## config.mk

```make
export PLATFORM = sky130hd
export DESIGN_NAME = access_steer
export DESIGN_NICKNAME = d
export VERILOG_FILES = /design/src/dmem_pkg.sv /design/src/access_steer.sv
export SDC_FILE = /design/constraint.sdc
export NUM_CORES = 1
export LEC_CHECK = 0
export ABC_AREA = 1
export BUFFER_PORTS_ARGS = -buffer_cell sky130_fd_sc_hd__buf_2
export CAP_MARGIN = 5
export CORE_ASPECT_RATIO = 0.6
export CORE_MARGIN = 4
export CORE_UTILIZATION = 41
export DETAILED_ROUTE_END_ITERATION = 8
export PLACE_DENSITY = 0.85
export SLEW_MARGIN = 20
export SYNTH_ARGS = -nofsm -noshare
export SYNTH_HDL_FRONTEND = slang
export SYNTH_SLANG_ARGS = --single-unit
```

## constraint.sdc

```tcl
create_clock -name vclk -period 2.85
set_input_delay 0.57 -clock vclk [all_inputs]
set_output_delay 0.57 -clock vclk [all_outputs]
set_load 0.03 [all_outputs]
```

## src/dmem_pkg.sv

```systemverilog
package dmem_pkg;

    // Load and store size codes, as carried in funct3
    localparam logic [2:0] F3_B  = 3'b000; // LB / SB
    localparam logic [2:0] F3_H  = 3'b001; // LH / SH
    localparam logic [2:0] F3_W  = 3'b010; // LW / SW
    localparam logic [2:0] F3_BU = 3'b100; // LBU
    localparam logic [2:0] F3_HU = 3'b101; // LHU

    // One bank per byte lane of a word
    localparam int NUM_LANES = 4;

    // A data word as seen by the store and load paths.
    // Byte 0 is the least significant byte, which sits at the lowest address.
    typedef union packed {
        logic [NUM_LANES-1:0][7:0] bytes;   // Per-lane view
        logic [1:0][15:0]          halves;  // Halfword view for LH / LHU
    } word_view_t;

endpackage
```

## src/access_steer.sv

```systemverilog
`timescale 1ns/100ps

module access_steer import dmem_pkg::*; #(
    parameter int ADDR_W = 11
) (
    input  logic                             store_en,
    input  logic [ADDR_W-1:0]                store_addr,
    input  logic [2:0]                       store_funct3,
    input  logic [31:0]                      store_data,
    input  logic [ADDR_W-1:0]                ls_addr,
    input  logic [ADDR_W-1:0]                rob_addr,
    output logic [NUM_LANES-1:0]             wr_en,
    output logic [NUM_LANES-1:0][ADDR_W-3:0] wr_index,
    output logic [NUM_LANES-1:0][7:0]        wr_byte,
    output logic [NUM_LANES-1:0][ADDR_W-3:0] ls_index,
    output logic [NUM_LANES-1:0][ADDR_W-3:0] rob_index
);

    localparam int IDX_W = ADDR_W - 2;

    logic [NUM_LANES-1:0] size_mask;   // Bytes touched, before rotation
    logic [1:0]           store_off;
    word_view_t           store_view;

    // Bank index for one lane of an access. A lane below the byte offset
    // holds the part of the access that spilled into the next word.
    function automatic logic [IDX_W-1:0] lane_index(
        input logic [ADDR_W-1:0] addr,
        input int                lane
    );
        logic [IDX_W-1:0] word;
        word = addr[ADDR_W-1:2];
        if (lane < int'(addr[1:0])) begin
            word = word + 1'b1;        // Wraps at the top of memory
        end
        return word;
    endfunction

    assign store_off  = store_addr[1:0];
    assign store_view = store_data;

    // Store size decode
    always_comb begin
        size_mask = '0;
        if (store_en) begin
            case (store_funct3)
                F3_B:    size_mask = 4'b0001;
                F3_H:    size_mask = 4'b0011;
                F3_W:    size_mask = 4'b1111;
                default: size_mask = 4'b0000; // Unknown size writes nothing
            endcase
        end
    end

    // Rotate mask and data up by the offset, then pick each lane's word
    always_comb begin
        logic [1:0] src;
        for (int lane = 0; lane < NUM_LANES; lane++) begin
            src             = 2'(lane) - store_off;  // Store byte landing in this lane
            wr_en[lane]     = size_mask[src];
            wr_byte[lane]   = store_view.bytes[src];
            wr_index[lane]  = lane_index(store_addr, lane);
            ls_index[lane]  = lane_index(ls_addr, lane);
            rob_index[lane] = lane_index(rob_addr, lane);
        end
    end

endmodule

```

After elaboration in Yosys (flattened, before gate mapping)
Cells that the tools add are included.

operators by class
  add/subtract/negate cells = 7
  $lt $le $gt $ge = 13
  equality and inequality tests = 2
  multiplexer cells = 27
  reduce and logical (&&, ||, !) cells = 1

operators by type and width
  operator               number
  $mux W9                9
  $bmux W8 S2            4
  $mux W8                4
  $add A9 B1 Y9 const B  3
  $lt A1 B2 Y1 const A   6
  $lt A2 B3 Y1 const B   4
  $pmux W4 S3            1
  $bmux W1 S2            4
  $lt A2 B2 Y1 const A   3
  $mux W1                4
  $mux W4                1
  $sub A1 B2 Y2 const A  2
  $sub A2 B2 Y2 const A  2
  $eq A3 B1 Y1 const B   1
  $eq A3 B2 Y1 const B   1
  $logic_not A3 Y1       1

word-level totals
  register bits = 0
  output and inout bits = 144
  logic and storage cells = 50

Logic depth before layout (Yosys ltp)
  depth in word-level cells = 5
  gate-level depth with buffers = 10
  depth with buffers taken out = 8

Worst setup path before layout
Ideal clock, no wire load.

  path type = input-to-output
  from = in store_addr[1]
  to = out wr_byte[21] (netlist bit)
  data arrival time = 2.399 ns
  path slack = -0.119 ns
  stages = 9
  cells stage by stage = buf_2 -> inv_1 -> buf_4 -> buf_6 -> ha_1 -> buf_4 -> inv_1 -> buf_2 -> o21ai_0

RTL lines
  element          line                source
  start, declared  access_steer.sv:7   input logic [ADDR_W-1:0] store_addr,
  end, declared    access_steer.sv:14  output logic [NUM_LANES-1:0][7:0] wr_byte,

==> flow_summary.json <==
{
  "status": "completed",
  "p_comb_frac": 1.000,
  "slew_viol_final": 0,
  "top_layer_used": "met4",
  "irDropWorstVdd_mv": 0.2070,
  "seq_cell_count": 0,
  "dr_wl_met2_um": 4552,
  "rows": 21,
  "grt_usage": 0.2327,
  "io_buffer_count": 213,
  "regArea_um2": 0,
  "power_density_mw_per_mm2": 284.3,
  "antenna_found_initial": 0,
  "wl_met1_um": 4095,
  "cp_max_fo": 34,
  "synth_fp_nets": 611,
  "drc": 0,
  "gp_congestion": 0.9994,
  "num_io_pins": 213,
  "hpwl_um": 8021,
  "cts_resized": 0,
  "muxShareOfSynthArea": 0.004403,
  "synth-compound-area-share": 0.2084,
  "setup_viol": 0,
  "area_growth_pct": 32.24,
  "grt_pass1_wl_um": 15260,
  "drt-initial-drc-count": 298,
  "core_mm2": 0.005807,
  "p_clk_frac": 0,
  "utilization": 0.5824,
  "wl_met3_um": 821,
  "nets": 776,
  "drive_gt1_frac": 0.3329,
  "maxCapViolCount": 0,
  "worstPathArrival_ns": 1.92,
  "synth-simple-area-share": 0.4799,
  "power_switching_mw": 0.7001,
  "period_minus_slack_ns": 2.492,
  "syn_area_mm2": 0.002557,
  "worstPathRequired_ns": 2.28,
  "tightest_slew_ns": 0.5606,
  "setup_slack_ns": 0.3578,
  "synth_area_per_cell_um2": 4.762,
  "p_total_mw": 0.9616,
  "pre_cts_slack_ns": 0.3851,
  "slew-limit-headroom": 0.6259,
  "diodes": 0,
  "internal_power_mw": 0.2615,
  "yosys_warnings": 0,
  "vias": 3851,
  "synth_cell_types": 26,
  "die_h_um": 69.18,
  "synth_xor_area_frac": 0.05431,
  "avgRoutedWirePerCell_um": 12.32,
  "hold_viol": 0,
  "synth_top_family_by_area": "simple AND/OR/NAND/NOR gates",
  "synth_fa_ha_area_frac": 0.02446,
  "vias_per_cell": 4.937,
  "die_w_um": 110.0,
  "die-area_mm2": 0.007606,
  "routed_wirelength_um": 9608,
  "cts_setup_buffers": 0,
  "synth_cells": 537,
  "power_frac_seq": 0,
  "grt_max_degree": 35,
  "worst_setup_path_end_kind": "output pin",
  "num-fill-cells": 604,
  "hold_buffers": 0,
  "clock_buffers": 0,
  "cp-start-kind": "input pin",
  "synth_seq_area_share": 0,
  "p_sw_frac": 0.7281,
  "p_leak_nw": 2.102,
  "multiInputGateArea_mm2": 0.001973,
  "gr-total-overflow": 0,
  "cp-startpoint": "store_addr[0]",
  "ant_nets": 0,
  "grt_pass1_vias": 3372,
  "dr.pass1.iters": 5,
  "period_share": 0.8745,
  "max_freq_mhz": 401.3,
  "endpoint": "wr_index[20]",
  "grt_setup_unrepaired": "false",
  "initial_core_util": 0.4404,
  "hold_class": "in2out",
  "setup.worst_path.class": "in2out"
}
==> logic make-up (layout without fill, tap and decap cells) <==
kind of cell,Yosys count,in the layout
AO/OA/AOI/OAI,105,105
AND/OR/NAND/NOR,305,305
adder cells (fa/ha/maj),5,5
XOR/XNOR,15,15
buffers and inverters,106,269
multiplexers,1,1
==> layout by cell type, fill, tap and decap left out <==
cell      instances
inv_1            44
buf_2           213
inv_2             1
nand2_2           3
clkinv_1          2
o21bai_1          3
nor2_2            2
a21oi_1           3
inv_4             1
xnor2_1           5
nand3_2           2
ha_1              5
o21ai_0          82
xor2_2            1
nand3b_1          2
xor2_1            9
nor2_4            1
mux2_2            1
nor2_1           18
nand3_1          34
o21ai_1          17
nand2_1         243
buf_4             8
==> final cells by class <==
class,instances,area share
Tap cell,80,0.02960
Multi-Input combinational cell,431,0.5834
Inverter,48,0.05401
Timing Repair Buffer,221,0.3330
==> cell usage after synthesis, types with 3 or more instances <==
master	count	share of area
xnor2_1	5	0.017
buf_6	4	0.018
nand2_1	243	0.36
buf_4	36	0.11
inv_1	44	0.065
clkbuf_1	3	0.0044
a21oi_1	3	0.0059
o21ai_1	15	0.029
o21bai_1	3	0.0088
ha_1	5	0.024
nor2_1	18	0.026
nand3_1	34	0.067
buf_2	13	0.025
o21ai_0	84	0.16
nand2_2	3	0.0073
xor2_1	9	0.031
==> worst max-delay path: stages <==
cell and delay (ns):
buf_2 0.11, buf_4 0.30, ha_1 0.23, clkinv_1 0.23, o21ai_0 0.25, buf_2 0.23
==> metrics by stage <==
step | hold slack [ns] | cell area [um2] | TNS, ns | cells
after floorplan | 1.272 | 2557 | -0.2388 | 537
final | 1.447 | 3382 | 0 | 780
after global placement | 1.444 | 3382 | 0 | 780
after global routing | 1.457 | 3382 | 0 | 780
after detailed placement | 1.444 | 3382 | 0 | 780
after CTS | 1.448 | 3382 | 0 | 780
==> worst min path at each step <==
stage / from / slack (ns) / to / depth (start not counted)
after detailed placement: store_addr[3] / 1.44 / wr_index[28] / 2
after global routing: store_addr[3] / 1.46 / wr_index[28] / 2
after CTS: store_addr[3] / 1.45 / wr_index[28] / 2
after global placement: store_addr[3] / 1.44 / wr_index[28] / 2
final: store_addr[3] / 1.45 / wr_index[28] / 2
after floorplan: ls_addr[2] / 1.27 / ls_index[27] / 1
==> power by group through the flow <==
stage          Clock [mW]  Combinational (mW)  Sequential, mW
2_1_floorplan           0               0.694               0
3_3_place_gp            0               0.945               0
3_5_place_dp            0               0.960               0
4_1_cts                 0               0.962               0
5_1_grt                 0                1.04               0
6_report                0               0.962               0
==> routing by layer <==
layer / up-vias / track usage
li1: 1991 / -
met1: 1659 / 0.3086
met2: 189 / 0.4099
met3: 12 / 0.01860
met4: 0 / 0.04149
met5: - / 0
Power figures use the tool's default switching activity.
