--- src/dmem_pkg.sv ---
package dmem_pkg;

    // Load and store size codes, as carried in funct3
    localparam logic [2:0] F3_B  = 3'b000; // LB / SB
    localparam logic [2:0] F3_H  = 3'b001; // LH / SH
    localparam logic [2:0] F3_W  = 3'b010; // LW / SW
    localparam logic [2:0] F3_BU = 3'b100; // LBU
    localparam logic [2:0] F3_HU = 3'b101; // LHU

    // One bank per byte lane of a word
    localparam int NUM_LANES = 4;

    // A data word as seen by the store and load paths.
    // Byte 0 is the least significant byte, which sits at the lowest address.
    typedef union packed {
        logic [NUM_LANES-1:0][7:0] bytes;   // Per-lane view
        logic [1:0][15:0]          halves;  // Halfword view for LH / LHU
    } word_view_t;

endpackage
--- src/load_unit.sv ---
`timescale 1ns/100ps

module load_unit import dmem_pkg::*; #(
    parameter int ADDR_W = 11
) (
    input  logic                      clk,
    input  logic                      reset,
    input  logic                      ls_read,
    input  logic [ADDR_W-1:0]         ls_addr,
    input  logic [2:0]                ls_funct3,
    input  logic [NUM_LANES-1:0][7:0] ls_bytes,
    input  logic                      rob_read,
    input  logic [ADDR_W-1:0]         rob_addr,
    input  logic [2:0]                rob_funct3,
    input  logic [31:0]               rob_value,
    input  logic [NUM_LANES-1:0][7:0] rob_bytes,
    output logic [31:0]               load_data,
    output logic                      exception
);

    word_view_t  ls_word;
    word_view_t  rob_word;
    logic [31:0] ls_result;
    logic [31:0] rob_result;

    // Undo the lane rotation so that byte 0 is the byte at the address
    function automatic word_view_t align_bytes(
        input logic [NUM_LANES-1:0][7:0] lane_bytes,
        input logic [1:0]                off
    );
        word_view_t w;
        logic [1:0] lane;
        for (int k = 0; k < NUM_LANES; k++) begin
            lane       = 2'(k) + off;
            w.bytes[k] = lane_bytes[lane];
        end
        return w;
    endfunction

    // Size select and extension, zero for an unknown funct3
    function automatic logic [31:0] format_load(
        input word_view_t w,
        input logic [2:0] funct3
    );
        logic [31:0] value;
        case (funct3)
            F3_B:    value = {{24{w.bytes[0][7]}}, w.bytes[0]};
            F3_H:    value = {{16{w.halves[0][15]}}, w.halves[0]};
            F3_W:    value = w;
            F3_BU:   value = {24'h000000, w.bytes[0]};
            F3_HU:   value = {16'h0000, w.halves[0]};
            default: value = 32'h00000000;
        endcase
        return value;
    endfunction

    assign ls_word    = align_bytes(ls_bytes, ls_addr[1:0]);
    assign rob_word   = align_bytes(rob_bytes, rob_addr[1:0]);
    assign ls_result  = format_load(ls_word, ls_funct3);
    assign rob_result = format_load(rob_word, rob_funct3);

    // Both results are held for exactly one cycle after the request
    always_ff @(posedge clk) begin
        if (reset) begin
            load_data <= 32'h00000000;
            exception <= 1'b0;
        end else begin
            load_data <= ls_read ? ls_result : 32'h00000000;
            exception <= rob_read && (rob_result != rob_value); // Stale value at commit
        end
    end

endmodule

--- config.mk ---
export PLATFORM = sky130hd
export DESIGN_NAME = load_unit
export DESIGN_NICKNAME = d
export VERILOG_FILES = /design/src/dmem_pkg.sv /design/src/load_unit.sv
export SDC_FILE = /design/constraint.sdc
export NUM_CORES = 1
export LEC_CHECK = 0
export BUFFER_PORTS_ARGS = -buffer_cell sky130_fd_sc_hd__buf_2
export CORE_MARGIN = 3
export CORE_UTILIZATION = 49
export DETAILED_ROUTE_END_ITERATION = 10
export PLACE_DENSITY_LB_ADDON = 0.25
export SLEW_MARGIN = 10
export SYNTH_ARGS = -nofsm -noshare
export SYNTH_HDL_FRONTEND = slang
export SYNTH_SLANG_ARGS = --single-unit
--- constraint.sdc ---
create_clock -name clk -period 2.76 [get_ports clk]
set_input_delay 0.552 -clock clk [delete_from_list [all_inputs] [get_ports clk]]
set_output_delay 0.552 -clock clk [all_outputs]
set_load 0.02 [all_outputs]
---- After elaboration in Yosys (flattened, before gate mapping) ----
Cells that the tools add are included.
operators by class
  $add $sub $neg .......................... 6
  $lt $le $gt $ge ......................... 8
  eq/ne operators ......................... 9
  multiplexer cells ....................... 18
  bitwise operators ....................... 1
  reduce and logical (&&, ||, !) cells .... 4
operators by type and width
  cell                   count
  $pmux W32 S5           2
  $bmux W8 S2            8
  $mux W8                8
  $ne A32 B32 Y1         1
  $lt A2 B3 Y1 const B   8
  $eq A3 B3 Y1 const B   4
  $add A2 B2 Y2 const A  4
  $eq A3 B1 Y1 const B   2
  $eq A3 B2 Y1 const B   2
  $logic_not A3 Y1       2
  $add A1 B2 Y2 const A  2
  $reduce_or A2 Y1       1
  $logic_and A1 B1 Y1    1
  $not A1 Y1             1
word-level totals
  register bits after elaboration ......... 33
  bits of input ports ..................... 128
  output and inout bits ................... 33
  word-level logic and storage cells ...... 48

---- Depth between registers and ports, before layout ----
Gate-level depths: netlist of run 1.
  word-level depth ........................ 6
  mapped depth ............................ 10
  mapped depth without buffers ............ 7

---- Least setup slack after synthesis of run 1 ----
OpenSTA, ideal clock, no wires.
  path kind ............................... input -> register
  start point ............................. in rob_addr[0]
  end point ............................... reg exception
  setup time .............................. 0.134 ns
  arrival time ............................ 2.439 ns
  required time ........................... 2.626 ns
  path slack .............................. 0.187 ns
  cell stages on the path ................. 9
  path buffers ............................ 3
  path through ............................ buf_6 > buf_6 > mux2_2 > or4_2 > clkbuf_1 > a21oi_1 > o22ai_2 > nor4_1 > a311oi_1
on the way
  word-level cells in the longest chain between the ends .. 6
  elaborated cells on any way between the ends .. 14
  those cells by class .................... 3 x add/sub; 1 x eq/ne; 9 x mux; 1 x reduce/logical
ends and longest elaborated chain
  what                                            RTL line         text
  start, declared                                 load_unit.sv:13  input logic [ADDR_W-1:0] rob_addr,
  $add A1 B2 Y2 or $add A2 B2 Y2 (tied branches)  load_unit.sv:34  lane = 2'(k) + off;
  $bmux W8 S2                                     load_unit.sv:35  w.bytes[k] = lane_bytes[lane];
  $mux W8 (not written as such)                   load_unit.sv:35
  $pmux W32 S5 *                                  load_unit.sv:46  case (funct3)
  $ne A32 B32 Y1 *                                load_unit.sv:69  exception <= rob_read && (rob_result != rob_value);
  $logic_and A1 B1 Y1 *                           load_unit.sv:69
  end signal, assigned                            load_unit.sv:69
  end, declared                                   load_unit.sv:18  output logic exception
Mark *: on every way between the ends. The rest lies on a longest branch, timed or not. The select of a mux whose other input is x is not followed.
A chain may end at the register's enable or synchronous reset.

---- Worst setup path after layout of run 1 ----
  start point ............................. in rob_funct3[0]
  end point ............................... reg exception
on the way
  word-level cells in the longest chain between the ends .. 4
  elaborated cells on any way between the ends .. 8
  those cells by class .................... 5 x eq/ne; 1 x mux; 2 x reduce/logical
ends and longest elaborated chain
  what                                  RTL line         text
  start, declared                       load_unit.sv:14  input logic [2:0] rob_funct3,
  $eq A3 B3 Y1 (tied with other cells)  load_unit.sv:46
  $pmux W32 S5 *                        load_unit.sv:46
  $ne A32 B32 Y1 *                      load_unit.sv:69
  $logic_and A1 B1 Y1 *                 load_unit.sv:69
Mark *: on every way between the ends. The rest lies on a longest branch, timed or not.

==> results of run 1 <==
final timing paths:
check / end / slack (ps) / cells past startpoint
max: exception / 180 / 9
min: exception / 450 / 2
routing by layer:
metal	up-vias	routed length [um]	track usage (%)
li1	1745	-	-
met1	1848	4116	31.19
met2	215	5381	43.19
met3	28	995	3.527
met4	0	392	11.26
met5	-	0	0
metrics by stage:
step / cells / total power (uW) / area (um2) / setup slack (ps)
floorplan: 359 / 887.9 / 3642 / 186.9
global placement: 598 / 1101 / 4587 / -105.2
global route: 606 / 1595 / 4688 / 75.32
detailed placement: 598 / 1123 / 4587 / -142.0
finish: 606 / 1528 / 4688 / 177.4
CTS: 606 / 1523 / 4688 / 166.6
state kept, by name (all words and copies together) (netlist names):
signal and flops:
exception 1, load_data 32
power by group:
part	internal, uW	switching (uW)
sequential	490	3.44
clock	225	183
combinational	320	306
total	1040	493
cell families after synthesis:
group                  Yosys count  share of synthesized area [%]
and+or+nand+nor                119                          18.65
AOI/OAI and AO/OA               97                          17.35
muxes                           72                          40.33
buffers and inverters           38                          5.531
DFF                             33                          18.14
critical path: cells and delay by family:
kind                   cells  cell delay [ps]
AO/OA/AOI/OAI              4              810
AND/OR/NAND/NOR            2              550
multiplexers               1              480
buffers and inverters      2              360
placed cells by master, fill, tap and decap left out, types with 3 or more instances in the layout:
cell type	Yosys	final
a21oi_1	36	36
a221oi_1	3	3
a31oi_1	3	3
a32oi_1	3	3
and3_1	6	6
buf_12	0	4
buf_2	4	142
buf_4	1	25
clkbuf_8	2	7
dfxtp_1	33	33
inv_1	10	10
mux2i_1	11	11
mux4_2	57	57
nand2_1	41	41
nand3_1	3	3
nand4b_1	4	4
nor2_1	20	20
nor2b_1	9	9
nor4bb_1	14	14
o211a_1	7	7
o21ai_0	27	27
o22ai_1	3	3
o22ai_2	3	3
cell type report:
cell class                      count  share of cell area (%)
Multi-Input combinational cell    288                   59.51
Inverter                           10                  0.8006
Sequential cell                    33                   14.09
Clock inverter                      1                  0.1068
Tap cell                           96                   2.562
Clock buffer                        7                   2.055
Timing Repair Buffer              171                   20.87
==> out/qor.yml, run 1 <==
place:
  hpwl_um: 8636
  gp_congestion: 0.9575
  io_buffers: 142
sta:
  hold_viol: 0
  whs_ps: 452.5
  rsz0062_at_grt: "no"
  drv_slew: 0
  fin_setup_tns_ps: 0
  min_period_ps: 2583
  tightest_slew_ps: 625.3
  relSlewSlack_pct: 57.88
  fmax_ghz: 0.3872
  fin_crit_sh_pct: 93.57
  final-setup-viol-count: 0
synthesis:
  synth_warnings: 0
  synth_area_leaders: "mux4_2, dfxtp_1, a21oi_1"
  synth_cell_type_count: 53
  synthTopCellsByCount: "mux4_2, nand2_1, a21oi_1"
  synth_nets: 487
  post_synth.cell_area_avg_um2: 10.15
  synth_ff_type: "dfxtp_1"
  postSynth.asyncResetShare_pct: 0
  synth-edff-count: 0
  yosysTopAreaCell: "mux4_2"
  synth_area_um2: 3642
  synth_cells: 359
  synth.most_common_cell: "mux4_2"
  synth-seq-cells: 33
  netlist.area_leader.share_pct: 35.25
  yosysSeqAreaShare_pct: 18.14
pwr:
  leakagePower_uw: 0.002097
  power.density_nw_per_um2: 325.9
  peakVddDrop_mv: 0.1752
floorplanning:
  dieArea_um2: 8504
  rows: 30
  start_util_pct: 52.17
  io_pins: 161
  die_w_um: 92.22
  core-area_um2: 6982
  die_h_um: 92.22
clock_network:
  clk_path_buf_depth: 2
  htree_num_levels: 2
  path_clk_slew_ps: 70
  ctsHoldBuffers: 0
  cts_resized: 0
  cts_sinks: 33
  post_cts_buffers: 0
  cts_tree: "done"
  cts_buffers: 5
  ctsRootBufferMaster: "clkbuf_8"
drt:
  vias: 3836
  first_pass_iters: 4
  finalWirelength_um: 10890
  wire_per_inst_um: 17.96
  drtIter0Drc: 279
  antenna_left: 0
  drc_errors: 0
  viasPerCell: 6.330
global_routing:
  grt_pass1_vias: 3670
  antenna_found_initial: 0
  grt_pass1_wl_um: 17330
  grt_util_all_layers_pct: 25.08
  gr-total-overflow: 0
  grt_max_degree: 30
run_status:
  outcome: "complete, no violations"
min_path:
  holdCritPathClass: "in -> reg"
  min_from: "reset"
setup_path:
  startpoint: "rob_funct3[0]"
  critPathRequiredTime_ps: 2920
  cp_slowest_cell: "mux4_2"
  cp.arrival_ps: 2740
  path_cells: "buf_2 -> nor2b_2 -> mux4_2 -> a2111oi_4 -> buf_12 -> o211a_1 -> o22ai_2 -> nor4_1 -> a311oi_1"
  critPathMaxFanout: 16
  endpoint_kind: "flip-flop"
  start_kind: "input port"
  cpPeakStageDelay_ps: 480
  crit_type: "in -> reg"
finish:
  seqCellArea_um2: 660.6
  nNetsFinal: 637
  area_growth_pct: 28.72
  final.fill_count: 566
  multi_input_area_um2: 2790
  fin_util_pct: 67.15
  drive_above_1_share_pct: 49.80
  diodes: 0
run:
  maxCapViolCount: 0
No activity file was read; power rests on OpenSTA's default activity.
==> inputs of run 2 (changes only) <==
--- a/config.mk
+++ b/config.mk
@@ -10,6 +10,7 @@
 export CORE_UTILIZATION = 49
 export DETAILED_ROUTE_END_ITERATION = 10
 export PLACE_DENSITY_LB_ADDON = 0.25
+export RECOVER_POWER = 50
 export SLEW_MARGIN = 10
 export SYNTH_ARGS = -nofsm -noshare
 export SYNTH_HDL_FRONTEND = slang
==> run 2 against run 1 <==
Sequential share of layout area grew 0.13 points. Via count grew 0.23%. Critical path depth did not move. Critical endpoint unchanged. Worst hold slack got worse by 1.8 ps. Die area unchanged. Setup slack got worse by 55 ps. Non-clock buffer count unchanged. Maximum frequency is 2.1% lower. Cell area fell by 0.88%.
==> out/qor.yml, run 2 (same netlist as run 1, synthesis figures left out) <==
global_routing:
  grt_pass1_wl_um: 17330
  grt_pass1_vias: 3670
  grt_util_all_layers_pct: 25.08
  gr-total-overflow: 0
  antenna_found_initial: 0
  grt_max_degree: 30
drt:
  drtIter0Drc: 289
  antenna_left: 0
  drc_errors: 0
  wire_per_inst_um: 17.92
  vias: 3845
  viasPerCell: 6.345
  finalWirelength_um: 10860
  first_pass_iters: 5
sta:
  tightest_slew_ps: 624.7
  fmax_ghz: 0.3791
  final-setup-viol-count: 0
  hold_viol: 0
  fin_crit_sh_pct: 95.57
  relSlewSlack_pct: 57.91
  drv_slew: 0
  rsz0062_at_grt: "no"
  min_period_ps: 2638
floorplanning:
  die_h_um: 92.22
  dieArea_um2: 8504
  io_pins: 161
  core-area_um2: 6982
  rows: 30
  die_w_um: 92.22
  start_util_pct: 52.17
clock_network:
  post_cts_buffers: 0
  path_clk_slew_ps: 70
  clk_path_buf_depth: 2
  ctsHoldBuffers: 0
  cts_resized: 0
  htree_num_levels: 2
  cts_tree: "done"
  cts_buffers: 5
  ctsRootBufferMaster: "clkbuf_8"
  cts_sinks: 33
finish:
  diodes: 0
  drive_above_1_share_pct: 43.33
  area_growth_pct: 27.59
  top_register: "load_data"
  layout_common_cells: "buf_2, mux4_2, nand2_1, a21oi_1"
  layout_commonest_cell: "buf_2"
  top_regs: "load_data: 32 flops, exception: 1 flops"
  largest_reg_flops: 32
  nNetsFinal: 637
  final_cell_area_um2: 4647
run:
  maxCapViolCount: 0
min_path:
  holdCritPathClass: "in -> reg"
  holdPathStages: 2
pwr:
  leakagePower_uw: 0.001958
  power.density_nw_per_um2: 328.2
  power_uw: 1525
  peakVddDrop_mv: 0.1737
place:
  io_buffers: 142
  hpwl_um: 8636
  dpl_cell_area_um2: 4587
  gp_congestion: 0.9575
setup_path:
  critPathRequiredTime_ps: 2920
  crit_type: "in -> reg"
  critPathMaxFanout: 16
  endpoint_kind: "flip-flop"
  cp.arrival_ps: 2800
  start_kind: "input port"
run_status:
  outcome: "complete, no violations"
[run 2: critical path: stages]
cell and delay, ps:
buf_2 170, nor2b_2 170, mux4_2 480, a2111oi_4 400
buf_12 190, o211a_1 170, o22ai_2 80, nor4_1 430
a311oi_1 160
[run 2: final cells by class]
| class | count | area [um2] |
|---|---|---|
| clock inverter | 1 | 5.005 |
| clock buffer | 7 | 96.34 |
| sequential | 33 | 660.6 |
| timing repair buffer | 171 | 937.1 |
| fill | 587 | 2335 |
| inverter | 10 | 37.54 |
| tap | 96 | 120.1 |
| multi-input combinational | 288 | 2790 |
[run 2: per-stage QoR]
stage	util (%)	setup TNS, ps	setup slack (ps)	instances	hold WS, ps
after detailed placement	65.70	-142.0	-142.0	598	757.0
after global placement	65.70	-105.2	-105.2	598	746.2
after CTS	67.15	0	166.6	606	449.5
after floorplan	-	0	186.9	359	628.6
final	66.56	0	122.1	606	450.7
after global routing	66.56	0	75.32	606	460.7
[run 2: path summary, 6_finish.rpt]
kind	startpoint	end	slack, ps
worst max-delay path	rob_funct3[0]	exception	120
worst min-delay path	reset	exception	450
[run 2: metal layers]
layer / up-vias / GRT usage [%] / share of wire, % / wire length, um
li1: 1741 / - / - / -
met1: 1853 / 31.19 / 37 / 4060
met2: 220 / 43.19 / 49 / 5330
met3: 31 / 3.527 / 9.7 / 1051
met4: 0 / 11.26 / 3.8 / 417
met5: - / 0 / 0 / 0
[run 2: power by group]
part | switching [uW] | leakage [uW] | internal (uW)
sequential | 3.82 | 0.000268 | 490
clock | 185 | 0.0000542 | 225
combinational | 306 | 0.00164 | 316
==> inputs of run 3 (changes only) <==
--- a/config.mk
+++ b/config.mk
@@ -8,6 +8,7 @@
 export BUFFER_PORTS_ARGS = -buffer_cell sky130_fd_sc_hd__buf_2
 export CORE_MARGIN = 3
 export CORE_UTILIZATION = 49
+export CTS_BUF_LIST = sky130_fd_sc_hd__clkbuf_16
 export DETAILED_ROUTE_END_ITERATION = 10
 export PLACE_DENSITY_LB_ADDON = 0.25
 export RECOVER_POWER = 50
==> run 3 against run 2 <==
Clock power rose by 26%. Worst hold slack improved by 25 ps. Highest routed layer unchanged. Count of clock-buffer cells in the layout fell by 2. Via count fell by 0.94%. First-iteration DRC count rose by 9.3%. Critical endpoint unchanged. Combinational power barely moved. Largest cell class unchanged. Wire length rose by 1.2%.
==> out/qor.yml, run 3 (same netlist as run 1, synthesis figures left out) <==
floorplanning:
  die_w_um: 92.22
  io_pins: 161
  dieArea_um2: 8504
  die_h_um: 92.22
  core-area_um2: 6982
  start_util_pct: 52.17
  rows: 30
finish:
  top_regs: "load_data: 32 flops, exception: 1 flops"
  nNetsFinal: 637
  area_growth_pct: 28.58
  layout_common_cells: "buf_2, mux4_2, nand2_1, a21oi_1"
  drive_above_1_share_pct: 42.94
  multi_input_area_um2: 2790
  diodes: 0
  layout_commonest_cell: "buf_2"
  fin_util_pct: 67.08
  final.fill_count: 578
  largest_reg_flops: 32
  top_register: "load_data"
  final_cell_area_um2: 4683
  seqCellArea_um2: 660.6
pwr:
  power.density_nw_per_um2: 349.6
  sw_frac_of_total_pct: 30.83
  p_clk_share_pct: 31.6
  leakagePower_uw: 0.001972
  p_sw_uw: 504.7
  seqPwrFrac_pct: 30.2
  power.internal_uw: 1132
  peakVddDrop_mv: 0.2504
  combPwrFrac_pct: 38.2
drt:
  first_pass_iters: 4
  vias: 3809
  drtIter0Drc: 316
  antenna_left: 0
  finalWirelength_um: 10990
  wire_per_inst_um: 18.13
  drc_errors: 0
  viasPerCell: 6.285
clock_network:
  htree_num_levels: 2
  path_clk_slew_ps: 50
  cts_resized: 0
  post_cts_buffers: 0
  cts_tree: "done"
  ctsHoldBuffers: 0
  clk_path_buf_depth: 2
  cts_sinks: 33
  cts_buffers: 5
  ctsRootBufferMaster: "clkbuf_16"
sta:
  fin_setup_tns_ps: 0
  fmax_ghz: 0.3775
  fin_crit_sh_pct: 95.98
  tightest_slew_ps: 601.3
  relSlewSlack_pct: 59.91
  min_period_ps: 2649
  rsz0062_at_grt: "no"
  drv_slew: 0
  final-setup-viol-count: 0
  hold_viol: 0
place:
  dpl_cell_area_um2: 4587
  hpwl_um: 8636
  gp_congestion: 0.9575
  io_buffers: 142
setup_path:
  crit_path_end: "exception"
  path_cells: "buf_2 -> nor2b_2 -> mux4_2 -> a2111oi_4 -> buf_12 -> o211a_1 -> o22ai_2 -> nor4_1 -> a311oi_1"
  critPathMaxFanout: 16
  startpoint: "rob_funct3[0]"
  start_kind: "input port"
  crit_type: "in -> reg"
  endpoint_kind: "flip-flop"
  cp.arrival_ps: 2790
  critPathRequiredTime_ps: 2900
  cpPeakStageDelay_ps: 480
  cp_slowest_cell: "mux4_2"
global_routing:
  gr-total-overflow: 0
  grt_pass1_vias: 3667
  antenna_found_initial: 0
  grt_pass1_wl_um: 17530
  grt_util_all_layers_pct: 25.36
  grt_max_degree: 30
run:
  maxCapViolCount: 0
min_path:
  holdCritPathClass: "in -> reg"
  min_from: "reset"
run_status:
  outcome: "complete, no violations"
## run 3: changes by cell type in the layout (fill, tap and decap cells not counted), sizes merged
cell / delta
clkinv: +2
clkbuf: -2
## run 3: per-layer routing
layer,GRT usage (%),up-vias,share of wire [%],routed length [um]
li1,-,1747,-,-
met1,31.35,1820,39,4297
met2,43.86,217,49,5424
met3,3.363,25,8.5,936
met4,11.76,0,3.0,330
met5,0,-,0,0
## run 3: area by class of cell
type	count	share of cell area (%)
multi-input cells	288	59.58
repair buffers	171	20.01
flip-flops and latches	33	14.11
clock buffers	5	2.672
well taps	96	2.565
inverters	10	0.8015
clock inverters	3	0.2672
## run 3: power groups by stage
stage | clock network, uW | registers, uW | logic, uW
global placement | 0 | 504 | 597
CTS | 518 | 494 | 623
floorplan | 0 | 522 | 366
global route | 539 | 495 | 674
finish | 518 | 494 | 625
detailed placement | 0 | 504 | 619
## run 3: critical path: cells and delay by family
family                 cells  cell delay, ps
buffers and inverters      2             360
muxes                      1             480
and+or+nand+nor            2             590
AOI/OAI and AO/OA          4             790
## run 3: worst min-delay path by stage
stage                end  slack (ps)  depth (start not counted)
2_1_floorplan  exception         630                          1
3_3_place_gp   exception         750                          2
3_5_place_dp   exception         760                          2
4_1_cts        exception         470                          2
5_1_grt        exception         480                          2
6_report       exception         480                          2
## run 3: stage by stage
stage,cells,setup slack [ps],power [uW],hold slack (ps)
2_1_floorplan,359,186.9,887.9,628.6
3_3_place_gp,598,-105.2,1101,746.2
3_5_place_dp,598,-142.0,1123,757.0
4_1_cts,606,147.7,1635,468.2
5_1_grt,606,56.67,1708,479.2
6_report,606,111.1,1637,475.9
